===== src/logic/zports_pkg.sv =====
// port numbers, register indices, bus structs and reset values for the port block
`default_nettype none

package zports_pkg;

  typedef logic [7:0]  byte_t;
  typedef logic [15:0] port_addr_t;

  // low address byte decode, bit 8 keeps PORT_NONE apart
  typedef enum logic [8:0] {
    PORT_FE    = 9'h0FE,
    PORT_FD    = 9'h0FD,
    PORT_XT    = 9'h0AF,
    PORT_SDCFG = 9'h077,
    PORT_SDDAT = 9'h057,
    PORT_NONE  = 9'h100
  } port_sel_e;

  // #nnAF register window, index is the high address byte
  typedef enum logic [7:0] {
    VCONF     = 8'h00,
    VPAGE     = 8'h01,
    GXOFFSL   = 8'h02,
    GXOFFSH   = 8'h03,
    GYOFFSL   = 8'h04,
    GYOFFSH   = 8'h05,
    TSCONF    = 8'h06,
    PALSEL    = 8'h07,
    XBORDER   = 8'h0F,
    RAMPAGE0  = 8'h10,
    RAMPAGE1  = 8'h11,
    RAMPAGE2  = 8'h12,
    RAMPAGE3  = 8'h13,
    FMADDR    = 8'h15,
    TMPAGE    = 8'h16,
    T0GPAGE   = 8'h17,
    T1GPAGE   = 8'h18,
    SGPAGE    = 8'h19,
    SYSCONF   = 8'h20,
    MEMCONF   = 8'h21,
    HSINT     = 8'h22,
    VSINTL    = 8'h23,
    VSINTH    = 8'h24,
    DMAWPD    = 8'h25,
    INTMASK   = 8'h2A,
    CACHECONF = 8'h2B,
    T0XOFFSL  = 8'h40,
    T0XOFFSH  = 8'h41,
    T0YOFFSL  = 8'h42,
    T0YOFFSH  = 8'h43,
    T1XOFFSL  = 8'h44,
    T1XOFFSH  = 8'h45,
    T1YOFFSL  = 8'h46,
    T1YOFFSH  = 8'h47
  } xt_reg_e;

  // status register shares index 00 with VCONF, read side only
  localparam xt_reg_e XSTAT = VCONF;

  typedef struct packed {
    logic    valid;
    xt_reg_e idx;
    byte_t   data;
  } reg_wr_t;

  // one-cycle video register write, same layout as a bus write
  typedef struct packed {
    logic    valid;
    xt_reg_e idx;
    byte_t   data;
  } video_wr_t;

  typedef struct packed {
    byte_t page3;
    byte_t page2;
    byte_t page1;
    byte_t page0;
  } xt_page_t;

  typedef struct packed {
    byte_t      sysconf;
    byte_t      memconf;
    byte_t      intmask;
    logic [3:0] cacheconf;
    logic [4:0] fmaddr;
    logic [1:0] dmawpdev;
  } sys_cfg_t;

  typedef struct packed {
    logic sd_cs_n;
    logic sd2_cs_n;
    logic spi_mode;
  } spi_ctrl_t;

  localparam xt_page_t RST_PAGE = '{page3: 8'h00, page2: 8'h02, page1: 8'h05, page0: 8'h00};
  localparam byte_t RST_MEMCONF = 8'h04;  // no map
  localparam byte_t RST_INTMASK = 8'h01;  // frame int only

  localparam sys_cfg_t RST_SYS_CFG = '{
    sysconf:   8'h00,
    memconf:   RST_MEMCONF,
    intmask:   RST_INTMASK,
    cacheconf: 4'h0,
    fmaddr:    5'h00,
    dmawpdev:  2'b00
  };

  localparam logic [1:0] MEMCONF_LOCK_MODE3 = 2'b11;  // memconf[7:6]

  localparam int STALL_W = 3;  // loader wait counter width

endpackage

`default_nettype wire

===== src/logic/zports.sv =====
// I/O port block top level, decoder, arbiter, register file, SD port and read mux
`default_nettype none

module zports import zports_pkg::*; (
  input  logic       clk,
  input  logic       rst,
  input  port_addr_t a,
  input  byte_t      din,
  input  logic       iord,
  input  logic       iord_s,
  input  logic       iowr_s,
  input  logic       tape_read,
  input  logic [4:0] keys_in,
  input  byte_t      sd_dataout,
  input  logic       loader_req,
  input  reg_wr_t    loader_wr,
  output logic       loader_ack,
  output byte_t      dout,
  output logic       dataout,
  output logic       porthit,
  output logic       beeper_wr,
  output xt_page_t   xt_page,
  output sys_cfg_t   sys_cfg,
  output video_wr_t  video_wr,
  output spi_ctrl_t  spi,
  output logic       sd_start,
  output byte_t      sd_datain
);

  port_sel_e port_sel;
  reg_wr_t   cpu_wr;
  reg_wr_t   bus_wr;
  logic      p7ffd_try;

  port_decoder u_decoder (
    .a(a), .din(din), .iord_s(iord_s), .iowr_s(iowr_s), .port_sel(port_sel),
    .cpu_wr(cpu_wr), .p7ffd_try(p7ffd_try), .beeper_wr(beeper_wr), .porthit(porthit)
  );

  reg_bus_arbiter u_arbiter (
    .clk(clk), .rst(rst), .cpu_wr(cpu_wr), .loader_req(loader_req),
    .loader_wr(loader_wr), .bus_wr(bus_wr), .loader_ack(loader_ack)
  );

  xt_regfile u_regfile (
    .clk(clk), .rst(rst), .bus_wr(bus_wr), .p7ffd_try(p7ffd_try), .din(din),
    .xt_page(xt_page), .sys_cfg(sys_cfg), .video_wr(video_wr)
  );

  sd_port u_sd (
    .clk(clk), .rst(rst), .port_sel(port_sel), .iord_s(iord_s), .iowr_s(iowr_s),
    .din(din), .spi(spi), .sd_start(sd_start), .sd_datain(sd_datain)
  );

  port_read_mux u_read_mux (
    .clk(clk), .port_sel(port_sel), .a(a), .iord_s(iord_s), .keys_in(keys_in),
    .tape_read(tape_read), .xt_page(xt_page), .sd_dataout(sd_dataout), .dout(dout)
  );

  assign dataout = porthit && iord;  // drive the CPU data bus

endmodule

`default_nettype wire


===== src/logic/port_read_mux.sv =====
// port read-data selection and the power-up status flag
`default_nettype none

module port_read_mux import zports_pkg::*; (
  input  logic       clk,
  input  port_sel_e  port_sel,
  input  port_addr_t a,
  input  logic       iord_s,
  input  logic [4:0] keys_in,
  input  logic       tape_read,
  input  xt_page_t   xt_page,
  input  byte_t      sd_dataout,
  output byte_t      dout
);

  xt_reg_e hoa;
  logic    xstat_rd;
  logic    pwr_up = 1'b1;  // set at configuration, cleared by first status read

  assign hoa      = xt_reg_e'(a[15:8]);
  assign xstat_rd = iord_s && (port_sel == PORT_XT) && (hoa == XSTAT);

  always_ff @(posedge clk)
  begin
    if (xstat_rd)
      pwr_up <= 1'b0;
  end

  always_comb
  begin
    case (port_sel)
      PORT_FE:
        dout = {1'b1, tape_read, 1'b1, keys_in};
      PORT_XT:
      begin
        case (hoa)
          XSTAT:    dout = {1'b0, pwr_up, 6'b000000};
          RAMPAGE2: dout = xt_page.page2;
          RAMPAGE3: dout = xt_page.page3;
          default:  dout = 8'hFF;
        endcase
      end
      PORT_SDCFG:
        dout = 8'h00;  // card present, not write protected
      PORT_SDDAT:
        dout = sd_dataout;
      default:
        dout = 8'hFF;
    endcase
  end

endmodule

`default_nettype wire


===== src/logic/sd_port.sv =====
// SD card chip-select register and SPI start and data strobes
`default_nettype none

module sd_port import zports_pkg::*; (
  input  logic      clk,
  input  logic      rst,
  input  port_sel_e port_sel,
  input  logic      iord_s,
  input  logic      iowr_s,
  input  byte_t     din,
  output spi_ctrl_t spi,
  output logic      sd_start,
  output byte_t     sd_datain
);

  logic sdcfg_wr;
  logic sddat_wr;

  assign sdcfg_wr = iowr_s && (port_sel == PORT_SDCFG);
  assign sddat_wr = iowr_s && (port_sel == PORT_SDDAT);

  always_ff @(posedge clk)
  begin
    if (rst)
    begin
      spi.sd_cs_n  <= 1'b1;  // both cards deselected
      spi.sd2_cs_n <= 1'b1;
      spi.spi_mode <= 1'b0;
    end
    else if (sdcfg_wr)
    begin
      spi.sd_cs_n  <= din[1];
      spi.sd2_cs_n <= ~din[3];
    end
  end

  // any #57 access starts one byte exchange
  assign sd_start  = (iord_s || iowr_s) && (port_sel == PORT_SDDAT);
  assign sd_datain = sddat_wr ? din : 8'hFF;  // reads clock out ones

endmodule

`default_nettype wire


===== src/logic/xt_regfile.sv =====
// extended registers, 7FFD paging with lock modes, video write strobe
`default_nettype none

module xt_regfile import zports_pkg::*; (
  input  logic      clk,
  input  logic      rst,
  input  reg_wr_t   bus_wr,
  input  logic      p7ffd_try,
  input  byte_t     din,
  output xt_page_t  xt_page,
  output sys_cfg_t  sys_cfg,
  output video_wr_t video_wr
);

  xt_page_t page_q;
  sys_cfg_t cfg_q;
  logic     lock48;
  logic     lock_mode3;
  logic     lock128;
  logic     p7ffd_wr;

  function automatic logic is_video(input xt_reg_e idx);
    case (idx)
      VCONF, VPAGE, GXOFFSL, GXOFFSH, GYOFFSL, GYOFFSH, TSCONF, PALSEL, XBORDER,
      T0XOFFSL, T0XOFFSH, T0YOFFSL, T0YOFFSH, T1XOFFSL, T1XOFFSH, T1YOFFSL, T1YOFFSH,
      TMPAGE, T0GPAGE, T1GPAGE, SGPAGE, HSINT, VSINTL, VSINTH:
        is_video = 1'b1;
      default:
        is_video = 1'b0;
    endcase
  endfunction

  // mode 2 falls back to mode 0 here
  assign lock_mode3 = (cfg_q.memconf[7:6] == MEMCONF_LOCK_MODE3);
  assign lock128    = !lock_mode3 && cfg_q.memconf[6];
  assign p7ffd_wr   = p7ffd_try && !lock48;

  always_ff @(posedge clk)
  begin
    if (rst)
    begin
      page_q <= RST_PAGE;
      cfg_q  <= RST_SYS_CFG;
    end
    else
    begin
      if (bus_wr.valid)
      begin
        case (bus_wr.idx)
          RAMPAGE0:  page_q.page0 <= bus_wr.data;
          RAMPAGE1:  page_q.page1 <= bus_wr.data;
          RAMPAGE2:  page_q.page2 <= bus_wr.data;
          RAMPAGE3:  page_q.page3 <= bus_wr.data;
          FMADDR:    cfg_q.fmaddr <= bus_wr.data[4:0];
          SYSCONF:
          begin
            cfg_q.sysconf   <= bus_wr.data;
            cfg_q.cacheconf <= {4{bus_wr.data[2]}};  // cache follows turbo bit
          end
          MEMCONF:   cfg_q.memconf <= bus_wr.data;
          DMAWPD:    cfg_q.dmawpdev <= bus_wr.data[1:0];
          INTMASK:   cfg_q.intmask <= bus_wr.data;
          CACHECONF: cfg_q.cacheconf <= bus_wr.data[3:0];
          default:   ;
        endcase
      end
      // 7FFD wins over a loader write to the same register
      if (p7ffd_wr)
      begin
        cfg_q.memconf[0] <= din[4];  // rom select
        if (lock_mode3)
          page_q.page3 <= {2'b00, din[5], din[7:6], din[2:0]};  // 1M mode
        else
          page_q.page3 <= {3'b000, lock128 ? 2'b00 : din[7:6], din[2:0]};
      end
    end
  end

  // 48K lock from din5 outside mode 3
  always_ff @(posedge clk)
  begin
    if (rst)
      lock48 <= 1'b0;
    else if (p7ffd_wr && !lock_mode3)
      lock48 <= din[5];
  end

  assign xt_page = page_q;
  assign sys_cfg = cfg_q;

  always_comb
  begin
    video_wr.valid = bus_wr.valid && is_video(bus_wr.idx);
    video_wr.idx   = bus_wr.idx;
    video_wr.data  = bus_wr.data;
  end

endmodule

`default_nettype wire


===== src/logic/reg_bus_arbiter.sv =====
// register bus arbiter, fixed CPU priority over the register loader
`default_nettype none

module reg_bus_arbiter import zports_pkg::*; (
  input  logic    clk,
  input  logic    rst,
  input  reg_wr_t cpu_wr,
  input  logic    loader_req,
  input  reg_wr_t loader_wr,
  output reg_wr_t bus_wr,
  output logic    loader_ack
);

  logic [STALL_W-1:0] stall_cnt;  // cycles the loader has waited

  // CPU strobe cannot wait, loader gets the slot otherwise
  assign loader_ack = loader_req && !cpu_wr.valid;

  always_comb
  begin
    if (cpu_wr.valid)
    begin
      bus_wr = cpu_wr;
    end
    else
    begin
      bus_wr.valid = loader_req;
      bus_wr.idx   = loader_wr.idx;
      bus_wr.data  = loader_wr.data;
    end
  end

  always_ff @(posedge clk)
  begin
    if (rst)
      stall_cnt <= '0;
    else if (!loader_req || loader_ack)
      stall_cnt <= '0;
    else if (stall_cnt != '1)
      stall_cnt <= stall_cnt + 1'b1;  // saturates
  end

endmodule

`default_nettype wire


===== src/logic/port_decoder.sv =====
// CPU port address decode, register-bus write request, 7FFD and beeper strobes
`default_nettype none

module port_decoder import zports_pkg::*; (
  input  port_addr_t a,
  input  byte_t      din,
  input  logic       iord_s,
  input  logic       iowr_s,
  output port_sel_e  port_sel,
  output reg_wr_t    cpu_wr,
  output logic       p7ffd_try,
  output logic       beeper_wr,
  output logic       porthit
);

  logic io_wr;

  // a write strobe only counts outside a read cycle
  assign io_wr = iowr_s && !iord_s;

  always_comb
  begin
    case ({1'b0, a[7:0]})
      PORT_FE:    port_sel = PORT_FE;
      PORT_FD:    port_sel = PORT_FD;
      PORT_XT:    port_sel = PORT_XT;
      PORT_SDCFG: port_sel = PORT_SDCFG;
      PORT_SDDAT: port_sel = PORT_SDDAT;
      default:    port_sel = PORT_NONE;
    endcase
  end

  assign porthit = (port_sel != PORT_NONE);

  // #nnAF window write, index from high byte
  always_comb
  begin
    cpu_wr.valid = io_wr && (port_sel == PORT_XT);
    cpu_wr.idx   = xt_reg_e'(a[15:8]);
    cpu_wr.data  = din;
  end

  assign p7ffd_try = io_wr && (port_sel == PORT_FD) && !a[15];  // a15 high is AY
  assign beeper_wr = io_wr && (port_sel == PORT_FE);

endmodule

`default_nettype wire


===== config.mk =====
export PLATFORM = sky130hd
export DESIGN_NAME = zports
export DESIGN_NICKNAME = d
export VERILOG_FILES = /design/src/logic/zports_pkg.sv /design/src/logic/zports.sv /design/src/logic/port_read_mux.sv /design/src/logic/sd_port.sv /design/src/logic/xt_regfile.sv /design/src/logic/reg_bus_arbiter.sv /design/src/logic/port_decoder.sv
export SDC_FILE = /design/constraint.sdc
export NUM_CORES = 1
export LEC_CHECK = 0
export BUFFER_PORTS_ARGS = -buffer_cell sky130_fd_sc_hd__clkbuf_2
export CORE_UTILIZATION = 46
export CTS_BUF_LIST = sky130_fd_sc_hd__clkbuf_4 sky130_fd_sc_hd__clkbuf_8
export CTS_CLUSTER_DIAMETER = 30
export DETAILED_ROUTE_END_ITERATION = 12
export GPL_TIMING_DRIVEN = 0
export PLACE_DENSITY = 0.79
export SYNTH_ARGS = -nofsm -noshare
export SYNTH_HDL_FRONTEND = slang
export SYNTH_HIERARCHICAL = 1
export SYNTH_SLANG_ARGS = --single-unit

===== constraint.sdc =====
create_clock -name clk -period 3.1 [get_ports clk]
set_clock_uncertainty 0.05 [all_clocks]
set_input_delay 0.31 -clock clk [delete_from_list [all_inputs] [get_ports clk]]
set_output_delay 0.31 -clock clk [all_outputs]
set_load 0.01 [all_outputs]

==> results by group, run 1 <==
Synth
  • Syn Area/Cell: 9.110 µm²
  • Register area share after synthesis: 33.01%
  • Mapped Nets: 527
  • Yosys Warn Count: 6
  • Cells after Synth: 466
  • Ys async rst share: 0%
  • EDFF count, synth: 0
  • Post-synth top area cell: dfxtp_1
  • Top FF cell, synth: dfxtp_1
  • Cell variety after synth: 62
  • Yosys top cell area share: 33.01%
  • #FFs+latches synth: 70
  • Top cells by count, synth: dfxtp_1, nor2_1, mux2i_1
  • Main area contributors after synthesis: dfxtp_1, mux2i_1, buf_4
  • Syn Std Cell Area: 0.004245 mm²

Clock tree
  • Post-CTS Hold Fix Bufs: 0
  • Clk buf depth: 2
  • CTS Buf Count: 9
  • Worst-path clk slew: 0.09 ns
  • Root Driver: clkbuf_8
  • H-tree depth: 3
  • Worst skew pair latency: 0.34 ns
  • CTS sink cnt: 70
  • CTS tree: built

Layout
  • Ant. Diodes: 0
  • Share of layout cells above drive strength 1: 43.63%
  • Area occupied by multi-input gates: 0.002436 mm²
  • Nets: 707
  • Fillers: 777
  • Finished Core Util: 62.33%
  • Layout area overhead: 29.91%
  • Reg area: 0.001401 mm²

Placement
  • I/O Buffers: 163
  • DP HPWL: 9485 µm
  • Gpl congestion: 0.9078
  • Dpl ws: -0.3747 ns

Global routing
  • Total track usage: 25.83%
  • Vias in the first global route: 3,925
  • Pin count of the biggest net entering global routing: 15
  • Initial antenna violation count: 0
  • Global route overflow: 0
  • First-pass GRT wire length: 19,590 µm

Run
  • Max Cap Viol: 0

Critical path
  • CP top delay family: simple AND/OR/NAND/NOR gates
  • CP peak stage delay: 0.38 ns
  • Critical path class: in -> out
  • CP Capture Type: output port
  • Cell Chain, Critical Path: clkbuf_2 -> and4_1 -> buf_6 -> nand3b_1 -> nor2_1 -> buf_6 -> buf_12 -> buf_4 -> mux2_4 -> nor2b_1 -> nand2_1 -> a21oi_2 -> o31a_1 -> clkbuf_2
  • Worst Path Max Fanout: 7
  • Buf/Inv on CP: 6
  • Slowest cell on the critical path: nor2b_1
  • WP data arrival: 2.61 ns
  • WP data required: 2.74 ns
  • Startpoint types: input port

Detailed routing
  • Initial DRC count: 219
  • # DRC: 11
  • Drt pass-1 iters: 10
  • Post-route ant nets: 0
  • Final wirelength: 12,590 µm
  • Total number of vias: 4,147
  • Via density: 5.464
  • Drt wl/cell: 16.59 µm

Timing
  • Worst Max-Slew Pin Slew: 0.7179 ns
  • Tcrit/Tclk final: 95.94%
  • Final Max Slew Viols: 0
  • Worst slew margin: 52.14%
  • Final Setup Violations: 0
  • Fmax: 336.2 MHz
  • Final Critical Period: 2.974 ns
  • PnR worst setup slack: 0.1258 ns
  • Hold Violations, Final: 0

Floorplan
  • Row cnt: 34
  • Initial core utilization: 47.98%
  • Core box area: 0.008848 mm²
  • IO Count: 169
  • Die ar.: 0.009617 mm²
  • Die X: 98.07 µm
  • Die Ht: 98.07 µm

Outcome
  • Failing checks: design-rule violations
  • Status: complete, but fails checks

Power and ir drop
  • Power per cell area: 359.9 mW/mm²
  • Static Leak: 2.739 nW
  • VDD IR max: 268.7 µV

Hold path
  • Hold crit path type: in -> reg
worst min-delay path: cells and delay by family:
family,cells,cell delay [ns]
mux,1,0.06
buf+inv,1,0.11
simple gates,1,0.08
layer usage:
layer | up-vias | track usage (%) | share of wire [%]
met3 | 15 | 5.369 | 6.3
li1 | 1992 | - | -
met5 | - | 0 | 0
met4 | 0 | 7.809 | 1.3
met2 | 175 | 45.34 | 50
met1 | 1965 | 31.62 | 43
power breakdown:
| group | internal, mW | total (mW) | switching [mW] | leakage (nW) |
|---|---|---|---|---|
| Clock | 0.466 | 0.842 | 0.377 | 0.112 |
| Sequential | 0.900 | 0.901 | 0.000970 | 0.564 |
| Combinational | 0.109 | 0.242 | 0.133 | 2.06 |
placed cells by master (no fill, tap or decap), types with 9 or more instances in the layout:
cell type / count
clkbuf_1: 15
mux2i_1: 54
o21ai_0: 10
nand3_1: 14
buf_4: 46
a211oi_1: 9
mux2_2: 16
nor2_1: 69
clkbuf_2: 163
dfxtp_1: 70
clkbuf_8: 9
nand4_1: 9
a21oi_1: 16
flip-flops by register name, summed over array words and instances, names as in the netlist:
signal	cells
u_sd/spi	2
u_regfile/xt_page	32
u_regfile/sys_cfg	35
u_regfile/lock48	1
through the flow:
stage	cell area (µm²)	hold slack, ns	power, mW	cells	TNS [ns]
2_1_floorplan	4245	0.4006	1.065	466	0
3_3_place_gp	5196	0.4091	1.152	737	-3.883
5_1_grt	5515	0.2182	2.062	759	-0.03179
3_5_place_dp	5196	0.4175	1.157	737	-8.317
4_1_cts	5448	0.2097	1.996	753	0
6_report	5515	0.2176	1.985	759	0
worst paths after layout:
kind                              from                    end  slack, ns  cells after the start
setup reg to reg      u_regfile/lock48  u_regfile/xt_page[28]       1.54                      6
hold / removal                     rst            u_sd/spi[1]       0.22                      3
setup / recovery                  a[2]           video_wr[16]       0.13                     14
hold reg to reg   u_regfile/sys_cfg[9]   u_regfile/sys_cfg[9]       0.43                      2
cell type report:
type	count	area share [%]
Timing Repair Buffer	172	16.02
Multi-Input combinational cell	325	44.17
Clock inverter	7	1.906
Tap cell	108	2.450
Sequential cell	70	25.41
Inverter	6	0.4083
Clock buffer	9	2.246
Buffer	62	7.396
logic make-up after synthesis:
kind of cell	after synthesis	synth area share [%]
AOI/OAI and AO/OA	60	9.756
other	1	0.08833
buffers and inverters	71	10.58
xor gates and xnor gates	1	0.2063
muxes	78	19.81
DFF	70	33.01
and+or+nand+nor	185	26.55
repair_timing:
item / in CTS / in global routing
resized for setup: 4 / 4
pin swaps: 1 / 6
endpoints found under the setup margin: 1 / 23
setup buffers: 0 / 9
gates cloned: 0 / 0
No activity file was read; power rests on OpenSTA's default activity.
==> inputs of run 2 (changes only) <==
--- a/config.mk
+++ b/config.mk
@@ -5,13 +5,15 @@
 export SDC_FILE = /design/constraint.sdc
 export NUM_CORES = 1
 export LEC_CHECK = 0
+export ABC_AREA = 1
 export BUFFER_PORTS_ARGS = -buffer_cell sky130_fd_sc_hd__clkbuf_2
-export CORE_UTILIZATION = 46
+export CORE_UTILIZATION = 47
 export CTS_BUF_LIST = sky130_fd_sc_hd__clkbuf_4 sky130_fd_sc_hd__clkbuf_8
 export CTS_CLUSTER_DIAMETER = 30
+export CTS_CLUSTER_SIZE = 25
 export DETAILED_ROUTE_END_ITERATION = 12
 export GPL_TIMING_DRIVEN = 0
-export PLACE_DENSITY = 0.79
+export PLACE_DENSITY = 0.8
 export SYNTH_ARGS = -nofsm -noshare
 export SYNTH_HDL_FRONTEND = slang
 export SYNTH_HIERARCHICAL = 1
==> run 2 against run 1 <==
Total power is 7.3% lower; the flow now finishes without violations; combinational power grew 7%; global-route usage up 0.48 points; largest cell class unchanged.
==> results by group, run 2 <==
Outcome
  • Status: finished clean

Floorplan
  • Die ar.: 0.01022 mm² (+6.3%)
  • Initial core utilization: 49.27% (+1.3 points)
  • Core box area: 0.009371 mm² (+5.9%)
  • Die X: 101.1 µm (+3.1%)
  • IO Count: 169 (unchanged)
  • Die Ht: 101.1 µm (+3.1%)
  • Row cnt: 35 (+2.9%)

Layout
  • Commonest non-fill, non-tap cell in the layout: clkbuf_2
  • Finished Core Util: 61.83% (-0.50 points)
  • Nets: 931 (+32%)
  • Most frequent cells in the layout: clkbuf_2, nand2_1, nor2_1
  • Layout area overhead: 25.50%
  • Ant. Diodes: 0 (unchanged)
  • Max reg flops: 35 (unchanged)
  • Post-route cell area: 0.005794 mm² (+5.1%)
  • Share of layout cells above drive strength 1: 34.17% (-9.5 points)

Clock tree
  • CTS tree: built
  • Root Driver: clkbuf_8
  • Worst-path clk slew: 0.08 ns (about the same)
  • Post-cts gate resize count: 0 (-4)
  • Clk buf depth: 2 (unchanged)
  • CTS sink cnt: 70 (unchanged)
  • Post-CTS Hold Fix Bufs: 0 (unchanged)
  • Worst skew pair latency: 0.34 ns (about the same)
  • CTS Buf Count: 9 (unchanged)
  • Setup bufs post-CTS: 0 (unchanged)
  • H-tree depth: 3 (unchanged)

Synth
  • Post-synth top area cell: dfxtp_1
  • Cell variety after synth: 36 (-42%)
  • Yosys Warn Count: 6 (unchanged)
  • Top-count cell post-synth: nand2_1
  • Yosys top cell area share: 30.35% (-2.7 points)
  • #FFs+latches synth: 70 (unchanged)
  • Main area contributors after synthesis: dfxtp_1, nand2_1, nor2_1
  • Top cells by count, synth: nand2_1, nor2_1, inv_1
  • Register area share after synthesis: 30.35% (-2.7 points)
  • Cells after Synth: 693 (+49%)
  • EDFF count, synth: 0 (unchanged)
  • Syn Std Cell Area: 0.004617 mm² (+8.8%)
  • Syn Area/Cell: 6.662 µm² (-27%)
  • Mapped Nets: 754 (+43%)
  • Top FF cell, synth: dfxtp_1
  • Ys async rst share: 0% (unchanged)

Critical path
  • CP peak stage delay: 0.21 ns (-0.17 ns)
  • WP data required: 2.74 ns (about the same)
  • Cell Chain, Critical Path: clkbuf_2 -> nand2_1 -> nor2_1 -> nand3_2 -> nor2_1 -> buf_6 -> inv_8 -> buf_8 -> nand2_2 -> nand2_1 -> inv_2 -> nand2_1 -> nor2_4 -> buf_4 -> o21ai_0 -> nand3_1 -> nand2_1 -> inv_1 -> clkbuf_2
  • Slowest cell on the critical path: buf_4
  • WP data arrival: 2.42 ns (-0.19 ns)
  • Critical path class: in -> out
  • R2R Setup Slk: 1.75 ns (+0.21 ns)
  • R2R Path Start: u_regfile/lock48
  • Reg-to-reg endpoint: u_regfile/xt_page[30]
  • Worst Path Max Fanout: 10 (+3)
  • Startpoint types: input port
  • Most used cell, CP: nand2_1
  • CP Capture Type: output port
  • Reg2reg path depth: 5 (-1)

Timing
  • Fmax: 359.5 MHz (+6.9%)
  • Final setup TNS: 0 ns (unchanged)
  • RSZ-0062 raised after global routing: false
  • Hold Violations, Final: 0 (unchanged)
  • Tcrit/Tclk final: 89.72% (-6.2 points)
  • Worst slew margin: 52.08% (-0.058 points)
  • Final Max Slew Viols: 0 (unchanged)
  • Final Setup Violations: 0 (unchanged)
  • Worst Max-Slew Pin Slew: 0.7188 ns (+0.0008707 ns)
  • Final Critical Period: 2.781 ns (-0.1929 ns)
  • Hold slack final: 0.2250 ns (+0.007412 ns)

Detailed routing
  • Final wirelength: 13,210 µm (+4.9%)
  • Total number of vias: 4,980 (+20%)
  • Post-route ant nets: 0 (unchanged)
  • Drt wl/cell: 13.16 µm (-21%)
  • Via density: 4.960 (-9.2%)
  • Drt pass-1 iters: 5 (-5)
  • # DRC: 0 (-11)
  • Initial DRC count: 321 (+47%)

Global routing
  • First-pass GRT wire length: 21,020 µm (+7.3%)
  • Global Route met3 Usage: 5.201% (-0.17 points)
  • Pin count of the biggest net entering global routing: 13 (-2)
  • Vias in the first global route: 4,451 (+13%)
  • GRT met2 Usage: 45.58% (+0.24 points)
  • Met1 Usage GRT: 32.35% (+0.73 points)
  • Initial antenna violation count: 0 (unchanged)
  • Global route overflow: 0 (unchanged)
  • GRT busiest layer: met2
  • Total track usage: 26.31% (+0.48 points)

Hold path
  • Min-Delay Endpoint: u_regfile/sys_cfg[10]
  • Hold crit path type: in -> reg
  • Hold Startpoint: rst
  • WHS Path Cells: 2 (-1)

Placement
  • Gpl congestion: 0.8710 (-4.1%)
  • I/O Buffers: 166 (+1.8%)
  • DP HPWL: 10,040 µm (+5.9%)
  • Post-placement cell area: 0.005609 mm² (+7.9%)

Power and ir drop
  • Static Leak: 3.000 nW (+9.5%)
  • Power per cell area: 317.4 mW/mm² (-12%)
  • VDD IR max: 314.5 µV (+17%)

Run
  • Max Cap Viol: 0 (unchanged)
run 2: cell types whose count changed after synthesis, moves of 12 or more:
cell     delta
nand4_1    +12
nor2_1     +29
mux2_2     -16
nand3_1    +31
mux2i_1    -54
o21ai_0    +36
nand2_2    +16
a21oi_1    +12
nand2_1   +148
inv_1      +65
run 2: logic make-up after synthesis:
logic type             after synthesis  share of synthesized area (%)
and+or+nand+nor                    388                          42.20
other                                1                        0.08122
AOI/OAI and AO/OA                   97                          11.14
buffers and inverters              137                          16.23
DFF                                 70                          30.35
run 2: worst max path at each step:
| stage | from | slack (ns) | to |
|---|---|---|---|
| floorplan | a[3] | 0.81 | video_wr[16] |
| global placement | a[3] | 0.34 | video_wr[16] |
| detailed placement | a[3] | 0.35 | video_wr[16] |
| CTS | a[3] | 0.33 | video_wr[16] |
| global route | a[3] | 0.10 | video_wr[16] |
| finish | a[3] | 0.32 | video_wr[16] |
run 2: worst max-delay path: cells and delay by family:
kind | cells | cell delay [ns]
simple gates | 10 | 1.09
buf+inv | 8 | 0.93
compound gates | 1 | 0.11
run 2: final cells by class:
type	count	area, µm²
buffer	55	431.7
clock buffer	11	151.4
clock inverter	5	33.78
fill	910	3577
inverter	82	317.8
multi-input combinational	486	2466
sequential	70	1401
tap	129	161.4
timing repair buffer	166	830.8
run 2: layer usage:
| metal | part of all wire (%) | vias to the layer above |
|---|---|---|
| met5 | 0 | - |
| met4 | 2.5 | 0 |
| met3 | 6.3 | 27 |
| met2 | 49 | 173 |
| met1 | 42 | 2250 |
| li1 | - | 2530 |
run 2: metrics by stage:
| stage | power (mW) | cells | worst slack, ns |
|---|---|---|---|
| after floorplan | 1.082 | 693 | 0.8066 |
| after global placement | 1.177 | 988 | 0.3358 |
| after detailed placement | 1.179 | 988 | 0.3514 |
| after CTS | 1.845 | 1004 | 0.3349 |
| after global routing | 1.907 | 1004 | 0.1038 |
| final | 1.839 | 1004 | 0.3187 |
run 2: power by group:
| group | switching, mW | internal [mW] | total (mW) |
|---|---|---|---|
| logic | 0.159 | 0.101 | 0.260 |
| registers | 0.00123 | 0.900 | 0.902 |
| clock network | 0.345 | 0.332 | 0.678 |
| total | 0.506 | 1.33 | 1.84 |
